===== src/common/gfx_sp_config.svh =====
`ifndef GFX_SP_CONFIG_SVH
`define GFX_SP_CONFIG_SVH

// ----------------------------------------
// lane geometry
// ----------------------------------------

`define GFX_SP_LANES 4
`define GFX_SP_LANE_BITS 16

// vector register file size.
`define GFX_SP_VREGS 16

// instruction prefetch queue, power of two.
`define GFX_SP_FIFO_DEPTH 4

`define GFX_SP_ADDR_BITS 16

`endif


===== src/common/gfx_sp_pkg.sv =====
`include "gfx_sp_config.svh"

package gfx_sp_pkg;

	typedef logic [31:0] vram_word;
	typedef logic [`GFX_SP_ADDR_BITS-1:0] vram_addr;
	typedef logic [15:0] cmd_word;
	typedef logic [31:0] insn_word;

	// ----------------------------------------
	// vector data
	// ----------------------------------------

	typedef logic [`GFX_SP_LANE_BITS-1:0] lane;
	typedef logic [`GFX_SP_LANES*`GFX_SP_LANE_BITS-1:0] lane_word;
	typedef logic [`GFX_SP_LANES-1:0] lane_mask;
	typedef logic [$clog2(`GFX_SP_VREGS)-1:0] vreg_num;

	// top nibble of an instruction word.
	typedef enum logic [3:0] {
		OP_NOP,
		OP_IMM,
		OP_ADD,
		OP_MUL,
		OP_RECV,
		OP_SEND
	} opcode_e;

	typedef enum logic [2:0] {
		FETCH_IDLE,
		FETCH_HDR_BASE,
		FETCH_HDR_LEN,
		FETCH_CODE,
		FETCH_DRAIN
	} fetch_state_e;

	typedef enum logic [1:0] {
		BATCH_IDLE,
		BATCH_READ,
		BATCH_HOLD
	} batch_state_e;

	typedef enum logic [1:0] {
		STREAM_IDLE,
		STREAM_RECV,
		STREAM_SEND,
		STREAM_WB
	} stream_state_e;

endpackage


===== src/common/gfx_sp_if.sv =====
`timescale 1ns/1ps

// avalon style read-only master port.
interface gfx_sp_mem_if;
	import gfx_sp_pkg::*;

	vram_addr address;
	logic     read;
	logic     waitrequest;
	logic     readdatavalid;
	vram_word readdata;

	modport host
	(
		output address,
		       read,
		input  waitrequest,
		       readdatavalid,
		       readdata
	);
endinterface

// one result headed for the register file.
interface gfx_sp_wb_if;
	import gfx_sp_pkg::*;

	logic     valid;
	logic     ready;
	vreg_num  wreg;
	lane_word data;

	modport unit(output valid, wreg, data, input ready);
	modport writeback(input valid, wreg, data, output ready);
endinterface


===== src/fetch/gfx_sp_fetch.sv =====
`timescale 1ns/1ps
`include "gfx_sp_config.svh"

module gfx_sp_fetch
(
	input  logic                  clk,
	input  logic                  rst,
	input  logic                  program_start,
	input  gfx_sp_pkg::cmd_word   program_header_base,
	input  gfx_sp_pkg::cmd_word   program_header_size,
	gfx_sp_mem_if.host            mem,
	output logic                  batch_start,
	output gfx_sp_pkg::vram_addr  batch_base,
	output gfx_sp_pkg::cmd_word   batch_length,
	output gfx_sp_pkg::insn_word  insn,
	output logic                  valid,
	input  logic                  ready,
	input  logic                  decode_idle,
	input  logic                  batch_end,
	output logic                  running
);
	import gfx_sp_pkg::*;

	localparam int DEPTH = `GFX_SP_FIFO_DEPTH;
	localparam int PTR_BITS = $clog2(DEPTH);
	localparam int CNT_BITS = $clog2(DEPTH + 1);

	fetch_state_e state;
	vram_addr addr, code_start, code_end;
	logic hdr_issued, accept, code_accept, push, pop;
	logic [CNT_BITS-1:0] count, pending;
	logic [CNT_BITS:0] in_use;
	logic [PTR_BITS-1:0] wr_ptr, rd_ptr;
	insn_word fifo[DEPTH];

	assign accept = mem.read && !mem.waitrequest;
	assign code_accept = accept && state == FETCH_CODE;
	assign push = mem.readdatavalid && (state == FETCH_CODE || state == FETCH_DRAIN);
	assign pop = valid && ready;
	assign valid = count != '0;
	assign insn = fifo[rd_ptr];
	assign mem.address = addr;

	// queued plus in flight, so a returning word always has a slot.
	assign in_use = count + pending;

	always_comb
		case (state)
			FETCH_HDR_BASE, FETCH_HDR_LEN: mem.read = !hdr_issued;
			FETCH_CODE: mem.read = addr != code_end && in_use < DEPTH;
			default: mem.read = 1'b0;
		endcase

	always_ff @(posedge clk)
		if (push)
			fifo[wr_ptr] <= mem.readdata;

	always_ff @(posedge clk) begin
		if (rst) begin
			state <= FETCH_IDLE;
			running <= 1'b0;
			batch_start <= 1'b0;
			hdr_issued <= 1'b0;
			addr <= '0;
			count <= '0;
			pending <= '0;
			wr_ptr <= '0;
			rd_ptr <= '0;
		end else begin
			batch_start <= 1'b0;
			count <= count + CNT_BITS'(push) - CNT_BITS'(pop);
			pending <= pending + CNT_BITS'(code_accept) - CNT_BITS'(push);

			if (push)
				wr_ptr <= wr_ptr + 1'b1;
			if (pop)
				rd_ptr <= rd_ptr + 1'b1;

			// header and code words sit back to back.
			if (accept) begin
				addr <= addr + 1'b1;
				hdr_issued <= 1'b1;
			end

			case (state)
				FETCH_IDLE:
					if (program_start) begin
						addr <= vram_addr'(program_header_base);
						code_start <= vram_addr'(program_header_base + 16'd2);
						code_end <= vram_addr'(program_header_base + program_header_size);
						hdr_issued <= 1'b0;
						running <= 1'b1;
						state <= FETCH_HDR_BASE;
					end
				FETCH_HDR_BASE:
					if (mem.readdatavalid) begin
						batch_base <= vram_addr'(mem.readdata);
						hdr_issued <= 1'b0;
						state <= FETCH_HDR_LEN;
					end
				FETCH_HDR_LEN:
					if (mem.readdatavalid) begin
						batch_length <= cmd_word'(mem.readdata);
						batch_start <= 1'b1;
						state <= FETCH_CODE;
					end
				FETCH_CODE:
					if (addr == code_end)
						state <= FETCH_DRAIN;
				FETCH_DRAIN:
					if (pending == '0 && count == '0 && decode_idle) begin
						if (batch_end) begin
							running <= 1'b0;
							state <= FETCH_IDLE;
						end else begin
							addr <= code_start;
							state <= FETCH_CODE;
						end
					end
				default:
					state <= FETCH_IDLE;
			endcase
		end
	end

endmodule


===== src/design/gfx_sp_decode.sv =====
`timescale 1ns/1ps
`include "gfx_sp_config.svh"

module gfx_sp_decode
(
	input  logic                  clk,
	input  logic                  rst,

	input  gfx_sp_pkg::insn_word  insn,
	input  logic                  valid,
	output logic                  ready,

	output gfx_sp_pkg::vreg_num   rd_a,
	output gfx_sp_pkg::vreg_num   rd_b,
	input  gfx_sp_pkg::lane_word  rd_a_data,
	input  gfx_sp_pkg::lane_word  rd_b_data,
	input  logic                  wb_done,
	input  gfx_sp_pkg::vreg_num   wb_done_reg,

	output logic                  stream_valid,
	output logic                  combiner_valid,
	input  logic                  stream_ready,
	input  logic                  combiner_ready,
	output gfx_sp_pkg::opcode_e   op,
	output gfx_sp_pkg::vreg_num   dst,
	output gfx_sp_pkg::lane_word  a,
	output gfx_sp_pkg::lane_word  b,
	output gfx_sp_pkg::lane       imm,
	output logic                  idle
);
	import gfx_sp_pkg::*;

	logic held, hazard, go, to_stream, to_combiner, uses_a, uses_b, uses_dst;
	logic [`GFX_SP_VREGS-1:0] busy;

	assign to_stream = op == OP_RECV || op == OP_SEND;
	assign to_combiner = op == OP_IMM || op == OP_ADD || op == OP_MUL;
	assign uses_a = op == OP_ADD || op == OP_MUL || op == OP_SEND;
	assign uses_b = op == OP_ADD || op == OP_MUL;
	assign uses_dst = to_stream || to_combiner;

	// raw and waw against every result still in flight.
	assign hazard = (uses_a && busy[rd_a]) || (uses_b && busy[rd_b]) || (uses_dst && busy[dst]);

	assign stream_valid = held && !hazard && to_stream;
	assign combiner_valid = held && !hazard && to_combiner;
	assign go = held && !hazard
	         && ((to_stream && stream_ready) || (to_combiner && combiner_ready) || !uses_dst);

	assign ready = !held || go;
	assign idle = !held && busy == '0;
	assign a = rd_a_data;
	assign b = rd_b_data;

	always_ff @(posedge clk)
		if (valid && ready) begin
			op <= opcode_e'(insn[31:28]);
			dst <= insn[27:24];
			rd_a <= insn[23:20];
			rd_b <= insn[19:16];
			imm <= insn[15:0];
		end

	always_ff @(posedge clk) begin
		if (rst) begin
			held <= 1'b0;
			busy <= '0;
		end else begin
			if (valid && ready)
				held <= 1'b1;
			else if (go)
				held <= 1'b0;

			if (wb_done)
				busy[wb_done_reg] <= 1'b0;
			if (go && uses_dst)
				busy[dst] <= 1'b1;
		end
	end

endmodule


===== src/batch/gfx_sp_batch.sv =====
`timescale 1ns/1ps
`include "gfx_sp_config.svh"

module gfx_sp_batch
(
	input  logic                  clk,
	input  logic                  rst,
	input  logic                  batch_start,
	input  gfx_sp_pkg::vram_addr  batch_base,
	input  gfx_sp_pkg::cmd_word   batch_length,
	gfx_sp_mem_if.host            mem,
	output gfx_sp_pkg::lane_word  out_data,
	output gfx_sp_pkg::lane_mask  out_mask,
	output logic                  out_valid,
	input  logic                  out_ready,
	output logic                  batch_end
);
	import gfx_sp_pkg::*;

	localparam int LANES = `GFX_SP_LANES;
	localparam int WORD_BITS = $bits(vram_word);

	batch_state_e state;
	vram_addr addr;
	cmd_word remaining;
	logic [1:0] issued;
	logic upper;

	assign mem.address = addr;
	assign mem.read = state == BATCH_READ && issued != 2'd2;
	assign out_valid = state == BATCH_HOLD;

	// lanes past the end of the batch are masked off.
	always_comb
		for (int i = 0; i < LANES; i++)
			out_mask[i] = remaining > cmd_word'(i);

	// two lanes per word, low lane in the low half.
	always_ff @(posedge clk)
		if (mem.readdatavalid) begin
			if (upper)
				out_data[WORD_BITS +: WORD_BITS] <= mem.readdata;
			else
				out_data[0 +: WORD_BITS] <= mem.readdata;
		end

	always_ff @(posedge clk) begin
		if (rst) begin
			state <= BATCH_IDLE;
			batch_end <= 1'b0;
			addr <= '0;
			remaining <= '0;
			issued <= '0;
			upper <= 1'b0;
		end else begin
			if (mem.read && !mem.waitrequest) begin
				addr <= addr + 1'b1;
				issued <= issued + 1'b1;
			end

			if (mem.readdatavalid)
				upper <= !upper;

			case (state)
				BATCH_READ:
					if (mem.readdatavalid && upper)
						state <= BATCH_HOLD;
				BATCH_HOLD:
					if (out_ready) begin
						issued <= '0;
						if (remaining <= cmd_word'(LANES)) begin
							batch_end <= 1'b1;
							state <= BATCH_IDLE;
						end else begin
							remaining <= remaining - cmd_word'(LANES);
							state <= BATCH_READ;
						end
					end
				default: ;
			endcase

			if (batch_start) begin
				addr <= batch_base;
				remaining <= batch_length;
				issued <= '0;
				upper <= 1'b0;
				batch_end <= batch_length == '0;
				state <= batch_length == '0 ? BATCH_IDLE : BATCH_READ;
			end
		end
	end

endmodule


===== src/design/gfx_sp_stream.sv =====
`timescale 1ns/1ps
`include "gfx_sp_config.svh"

module gfx_sp_stream
(
	input  logic                  clk,
	input  logic                  rst,
	input  logic                  in_valid,
	output logic                  in_ready,
	input  gfx_sp_pkg::opcode_e   op,
	input  gfx_sp_pkg::vreg_num   dst,
	input  gfx_sp_pkg::lane_word  a,
	input  gfx_sp_pkg::lane_word  recv_data,
	input  gfx_sp_pkg::lane_mask  recv_mask,
	input  logic                  recv_valid,
	output logic                  recv_ready,
	output logic                  send_valid,
	output gfx_sp_pkg::lane_word  send_data,
	output gfx_sp_pkg::lane_mask  send_mask,
	input  logic                  send_ready,
	gfx_sp_wb_if.unit             wb
);
	import gfx_sp_pkg::*;

	localparam int BITS = `GFX_SP_LANE_BITS;

	stream_state_e state;
	lane_mask cur_mask;
	lane_word kept;

	assign in_ready = state == STREAM_IDLE;
	assign recv_ready = state == STREAM_RECV;
	assign send_valid = state == STREAM_SEND;
	assign wb.valid = state == STREAM_WB;

	// the send value doubles as the write back value.
	assign send_data = wb.data;
	assign send_mask = cur_mask;

	always_comb
		for (int i = 0; i < `GFX_SP_LANES; i++)
			kept[i*BITS +: BITS] = recv_mask[i] ? recv_data[i*BITS +: BITS] : '0;

	always_ff @(posedge clk)
		if (in_valid && in_ready) begin
			wb.wreg <= dst;
			wb.data <= a;
		end else if (recv_valid && recv_ready) begin
			wb.data <= kept;
		end

	always_ff @(posedge clk) begin
		if (rst) begin
			state <= STREAM_IDLE;
			cur_mask <= '0;
		end else begin
			case (state)
				STREAM_IDLE:
					if (in_valid)
						state <= op == OP_RECV ? STREAM_RECV : STREAM_SEND;
				STREAM_RECV:
					if (recv_valid) begin
						cur_mask <= recv_mask;
						state <= STREAM_WB;
					end
				STREAM_SEND:
					if (send_ready)
						state <= STREAM_WB;
				default:
					if (wb.ready)
						state <= STREAM_IDLE;
			endcase
		end
	end

endmodule


===== src/design/gfx_sp_combiner.sv =====
`timescale 1ns/1ps
`include "gfx_sp_config.svh"

module gfx_sp_combiner
(
	input  logic                  clk,
	input  logic                  rst,
	input  logic                  in_valid,
	output logic                  in_ready,
	input  gfx_sp_pkg::opcode_e   op,
	input  gfx_sp_pkg::vreg_num   dst,
	input  gfx_sp_pkg::lane_word  a,
	input  gfx_sp_pkg::lane_word  b,
	input  gfx_sp_pkg::lane       imm,
	gfx_sp_wb_if.unit             wb
);
	import gfx_sp_pkg::*;

	localparam int BITS = `GFX_SP_LANE_BITS;

	lane_word result;

	assign in_ready = !wb.valid || wb.ready;

	// lane-wise, wrapping at the lane width.
	always_comb
		for (int i = 0; i < `GFX_SP_LANES; i++)
			case (op)
				OP_ADD: result[i*BITS +: BITS] = a[i*BITS +: BITS] + b[i*BITS +: BITS];
				OP_MUL: result[i*BITS +: BITS] = a[i*BITS +: BITS] * b[i*BITS +: BITS];
				default: result[i*BITS +: BITS] = imm;
			endcase

	always_ff @(posedge clk)
		if (in_valid && in_ready) begin
			wb.data <= result;
			wb.wreg <= dst;
		end

	always_ff @(posedge clk)
		if (rst)
			wb.valid <= 1'b0;
		else if (in_valid && in_ready)
			wb.valid <= 1'b1;
		else if (wb.ready)
			wb.valid <= 1'b0;

endmodule


===== src/design/gfx_sp_writeback.sv =====
`timescale 1ns/1ps
`include "gfx_sp_config.svh"

module gfx_sp_writeback
(
	input  logic                  clk,
	input  logic                  rst,
	gfx_sp_wb_if.writeback        stream_wb,
	gfx_sp_wb_if.writeback        combiner_wb,
	input  gfx_sp_pkg::vreg_num   rd_a,
	input  gfx_sp_pkg::vreg_num   rd_b,
	output gfx_sp_pkg::lane_word  rd_a_data,
	output gfx_sp_pkg::lane_word  rd_b_data,
	output logic                  wb_done,
	output gfx_sp_pkg::vreg_num   wb_done_reg
);
	import gfx_sp_pkg::*;

	lane_word regs[`GFX_SP_VREGS];
	lane_word wr_data;

	// ----------------------------------------
	// one write per cycle, combiner first
	// ----------------------------------------

	assign combiner_wb.ready = 1'b1;
	assign stream_wb.ready = !combiner_wb.valid;

	assign wb_done = combiner_wb.valid || stream_wb.valid;
	assign wb_done_reg = combiner_wb.valid ? combiner_wb.wreg : stream_wb.wreg;
	assign wr_data = combiner_wb.valid ? combiner_wb.data : stream_wb.data;

	assign rd_a_data = regs[rd_a];
	assign rd_b_data = regs[rd_b];

	always_ff @(posedge clk)
		if (rst) begin
			for (int i = 0; i < `GFX_SP_VREGS; i++)
				regs[i] <= '0;
		end else if (wb_done) begin
			regs[wb_done_reg] <= wr_data;
		end

endmodule


===== src/design/gfx_sp.sv =====
`timescale 1ns/1ps

module gfx_sp
(
	input  logic                  clk,
	input  logic                  rst,

	input  logic                  program_start,
	input  gfx_sp_pkg::cmd_word   program_header_base,
	input  gfx_sp_pkg::cmd_word   program_header_size,

	input  logic                  batch_waitrequest,
	input  logic                  batch_readdatavalid,
	input  gfx_sp_pkg::vram_word  batch_readdata,
	output gfx_sp_pkg::vram_addr  batch_address,
	output logic                  batch_read,

	input  logic                  fetch_waitrequest,
	input  logic                  fetch_readdatavalid,
	input  gfx_sp_pkg::vram_word  fetch_readdata,
	output gfx_sp_pkg::vram_addr  fetch_address,
	output logic                  fetch_read,

	input  logic                  send_ready,
	output logic                  send_valid,
	output gfx_sp_pkg::lane_word  send_data,
	output gfx_sp_pkg::lane_mask  send_mask,
	output logic                  running
);
	import gfx_sp_pkg::*;

	logic batch_start, batch_end, insn_valid, insn_ready, decode_idle;
	logic stream_valid, stream_ready, combiner_valid, combiner_ready;
	logic recv_valid, recv_ready, wb_done;
	vram_addr batch_base;
	cmd_word batch_length;
	insn_word insn;
	vreg_num rd_a, rd_b, dst, wb_done_reg;
	lane_word rd_a_data, rd_b_data, a, b, recv_data;
	lane_mask recv_mask;
	lane imm;
	opcode_e op;

	gfx_sp_mem_if batch_mem();
	gfx_sp_mem_if fetch_mem();
	gfx_sp_wb_if stream_wb();
	gfx_sp_wb_if combiner_wb();

	// ----------------------------------------
	// memory ports
	// ----------------------------------------

	assign batch_address = batch_mem.address;
	assign batch_read = batch_mem.read;
	assign batch_mem.waitrequest = batch_waitrequest;
	assign batch_mem.readdatavalid = batch_readdatavalid;
	assign batch_mem.readdata = batch_readdata;

	assign fetch_address = fetch_mem.address;
	assign fetch_read = fetch_mem.read;
	assign fetch_mem.waitrequest = fetch_waitrequest;
	assign fetch_mem.readdatavalid = fetch_readdatavalid;
	assign fetch_mem.readdata = fetch_readdata;

	// ----------------------------------------
	// blocks
	// ----------------------------------------

	gfx_sp_fetch fetch(.mem(fetch_mem), .valid(insn_valid), .ready(insn_ready), .*);

	gfx_sp_decode decode(.valid(insn_valid), .ready(insn_ready), .idle(decode_idle), .*);

	gfx_sp_batch batch
	(
		.mem(batch_mem),
		.out_data(recv_data),
		.out_mask(recv_mask),
		.out_valid(recv_valid),
		.out_ready(recv_ready),
		.*
	);

	gfx_sp_stream stream(.in_valid(stream_valid), .in_ready(stream_ready), .wb(stream_wb), .*);

	gfx_sp_combiner combiner
	(
		.in_valid(combiner_valid),
		.in_ready(combiner_ready),
		.wb(combiner_wb),
		.*
	);

	gfx_sp_writeback writeback(.stream_wb(stream_wb), .combiner_wb(combiner_wb), .*);

endmodule


===== config.mk =====
export PLATFORM = sky130hd
export DESIGN_NAME = gfx_sp
export DESIGN_NICKNAME = d
export VERILOG_FILES = /design/src/common/gfx_sp_pkg.sv /design/src/common/gfx_sp_if.sv /design/src/fetch/gfx_sp_fetch.sv /design/src/design/gfx_sp_decode.sv /design/src/batch/gfx_sp_batch.sv /design/src/design/gfx_sp_stream.sv /design/src/design/gfx_sp_combiner.sv /design/src/design/gfx_sp_writeback.sv /design/src/design/gfx_sp.sv
export VERILOG_INCLUDE_DIRS = /design/src /design/src/common
export SDC_FILE = /design/constraint.sdc
export NUM_CORES = 2
export LEC_CHECK = 0
export BUFFER_PORTS_ARGS = -buffer_cell sky130_fd_sc_hd__buf_2
export CORE_ASPECT_RATIO = 1.75
export CORE_MARGIN = 10
export CORE_UTILIZATION = 55
export CTS_CLUSTER_SIZE = 14
export DETAILED_ROUTE_END_ITERATION = 16
export PLACE_DENSITY_LB_ADDON = 0.08
export SYNTH_ARGS = -nofsm -noshare
export SYNTH_HDL_FRONTEND = slang
export SYNTH_SLANG_ARGS = --single-unit

===== constraint.sdc =====
create_clock -name clk -period 16.5 [get_ports clk]
set_clock_uncertainty 0.05 [all_clocks]
set_input_delay 0.825 -clock clk [delete_from_list [all_inputs] [get_ports clk]]
set_output_delay 0.825 -clock clk [all_outputs]
set_load 0.005 [all_outputs]

==> metrics.md <==
| Metric | Value |
|---|---|
| Status | `completed` |
| Initial antenna violation count | `6` |
| Starting density of the core | `55.5%` |
| First-pass GRT wire length | `444,000 um` |
| Area grow syn2layout | `8.95%` |
| Most common cell after layout, fill and taps aside | `edfxtp_1` |
| Synth cell types | `82` |
| Worst-margin pin slew | `1.32 ns` |
| #FFs+latches synth | `1,542` |
| Critical setup path kind | `flop to flop` |
| Post-DP HPWL | `197,000 um` |
| Crit share post-route | `55.4%` |
| Post-DRT Antenna Nets | `0` |
| Routability cong. | `0.940` |
| GRT Util Overall | `33.4%` |
| Hold/Removal Path Class | `input port to flop` |
| Clk_lat worst skew | `0.85 ns` |
| Clk buf depth | `4` |
| Slew Limit Fails | `0` |
| Netlist Area Pre-Place | `0.0914 mm2` |
| Post-synth EDFFs | `1,448` |
| Hold Fails Final Rpt | `0` |
| Final global-route overflow total | `0` |
| Layout cell share with drive strength beyond 1 | `18.3%` |
| Register area share after synthesis | `49.6%` |
| Unrepaired setup endpoints after global routing | `no` |
| Synth Flop Type | `edfxtp_1` |
| Die area | `0.184 mm2` |
| Crit path DAT | `9.64 ns` |
| Final setup margin | `7.36 ns` |
| Largest area contributor in the netlist | `edfxtp_1` |
| Max Cap Viol | `0` |
| Vias | `63,472` |
| WL/cell | `32.5 um` |
| I/O Buffers | `207` |
| Synth warn | `0` |
| TritonCTS clock tree | `yes` |
| Die Width | `328 um` |
| Post-CTS Setup Bufs | `0` |
| Vias in the first global route | `65,548` |
| Crit path capture type | `flop` |
| Gates resized, CTS repair | `0` |
| Die Y | `559 um` |
| Post-place setup slack | `7.36 ns` |
| Slew HR | `11.8%` |
| Synth top area share | `47.5%` |
| Synth Instances | `7,129` |
| Largest net degree at the start of global routing | `109` |
| Clock-pin slew on the worst setup and hold paths | `0.07 ns` |
| Startpoint types | `flop` |
| Router iterations before antenna repair | `6` |
| Final #Nets | `7,960` |
| Crit path max fanout | `44` |
| WL final | `310,000 um` |
| DRC | `0` |
| Std cell rows | `197` |
| Clk sink count | `1,542` |
| Mapped Avg Cell Area | `12.8 um2` |
| CTS Buf Count | `156` |
| Mapped Nets | `7,854` |
| Ports | `208` |
| Vias/cell | `6.66` |
| Setup TNS | `0 ns` |
| Root Buffer | `clkbuf_16` |
| Asr flop ratio synth | `0%` |
| Most frequent cells in the layout | `1,448 x edfxtp_1, 1,331 x nor2_1, 613 x mux4_2, 589 x inv_1, 470 x nand2_1` |
| FMAX | `109 MHz` |
| CTS H-tree lvls | `4` |
| Largest cells by area after synthesis | `edfxtp_1 48%, mux4_2 15%, fa_1 7.1%, nor2_1 5.5%, ha_1 4.1%` |
| DR iter-0 viols | `8,320` |
| Final setup violation count | `0` |
| # hold bufs at CTS | `0` |
| Core box area | `0.165 mm2` |
| Worst EP required | `17.00 ns` |
| Tmin final | `9.14 ns` |
## layer usage
metal	share of wire, %	up-vias	track usage, %	wire length (um)
met2	48	4155	54.5	149000
met1	34	32533	41.6	107000
met3	11	988	6.54	33600
met4	6.6	6	18.3	20500
li1	-	25790	-	-
met5	0.013	-	0	40
## worst max-delay path: stages, from the launching register on
cell and delay (ns):
edfxtp_1 0.83, buf_4 0.70, buf_4 0.81, mux4_2 0.60, mux2_2 0.29, o21ai_1 0.44
inv_1 0.28, ha_1 0.31, fa_1 0.49, inv_1 0.04, fa_1 0.47, inv_1 0.05
fa_1 0.48, fa_1 0.51, fa_1 0.49, inv_1 0.05, fa_1 0.47, inv_1 0.04
ha_1 0.33, and2_1 0.19, a22o_1 0.21, a311oi_1 0.29, xnor2_1 0.10, a21oi_1 0.14
a21oi_1 0.08
## layout make-up
| cell class | count | area [um2] |
|---|---|---|
| inverters | 600 | 2260 |
| flip-flops and latches | 1542 | 45400 |
| well taps | 2189 | 2740 |
| clock inverters | 73 | 609 |
| multi-input cells | 4541 | 42000 |
| diodes | 1 | 2.50 |
| repair buffers | 394 | 2500 |
| clock buffers | 195 | 4150 |
| fillers | 13092 | 65300 |
## metrics by stage
step | util (%) | hold WS (ns) | std cells | area [um2]
finish | 60.4 | 0.173 | 9535 | 99600
global route | 60.4 | 0.169 | 9535 | 99600
CTS | 60.4 | 0.146 | 9534 | 99600
detailed placement | 57.5 | 0.425 | 9266 | 94900
global placement | 57.5 | 0.412 | 9266 | 94900
floorplan | - | 0.393 | 7129 | 91400
## cells in the mapped netlist (16+ instances only)
library cell,instances
a211oi_1,17
a21o_1,33
a21oi_1,213
a221oi_2,23
a22o_1,36
a22oi_1,66
and2_1,71
buf_1,43
buf_2,39
buf_4,24
buf_6,38
clkbuf_1,296
dfxtp_1,94
edfxtp_1,1448
fa_1,323
ha_1,298
inv_1,591
mux2_2,16
mux2i_1,105
mux4_2,613
nand2_1,486
nand2b_1,21
nand3_1,91
nand4_1,16
nor2_1,1334
nor2b_1,67
nor3_1,50
nor4_1,16
o21ai_0,130
o21bai_1,20
or3_1,22
xnor2_1,205
xor2_1,84
## cell families after synthesis
kind of cell / after synthesis / share of synthesized area (%)
AO/OA/AOI/OAI: 668 / 4.92
XOR/XNOR: 294 / 2.88
adder cells (fa/ha/maj): 621 / 11.1
buffers and inverters: 1046 / 4.84
flip-flops: 1542 / 49.6
multiplexers: 738 / 16.5
AND/OR/NAND/NOR: 2220 / 10.1
## final timing paths
kind	startpoint	endpoint	slack, ns	cells past startpoint
hold / removal	batch_readdata[6]	batch.out_data[38]	0.17	1
setup / recovery	decode.rd_a[0]	combiner.wb.data[45]	7.36	24
setup reg to reg	decode.rd_a[0]	combiner.wb.data[45]	7.36	24
hold reg to reg	fetch.batch_base[0]	batch.mem.address[0]	0.43	2
## flip-flops by register name, indices dropped and copies added, names as in the netlist, 64 cells and up
name	count
fetch.fifo	128
stream.send_data	64
batch.out_data	64
combiner.wb.data	64
writeback.regs	1024
Power is not shown: default switching activity piles up to over one toggle a cycle in this logic, so the estimate is an artifact.
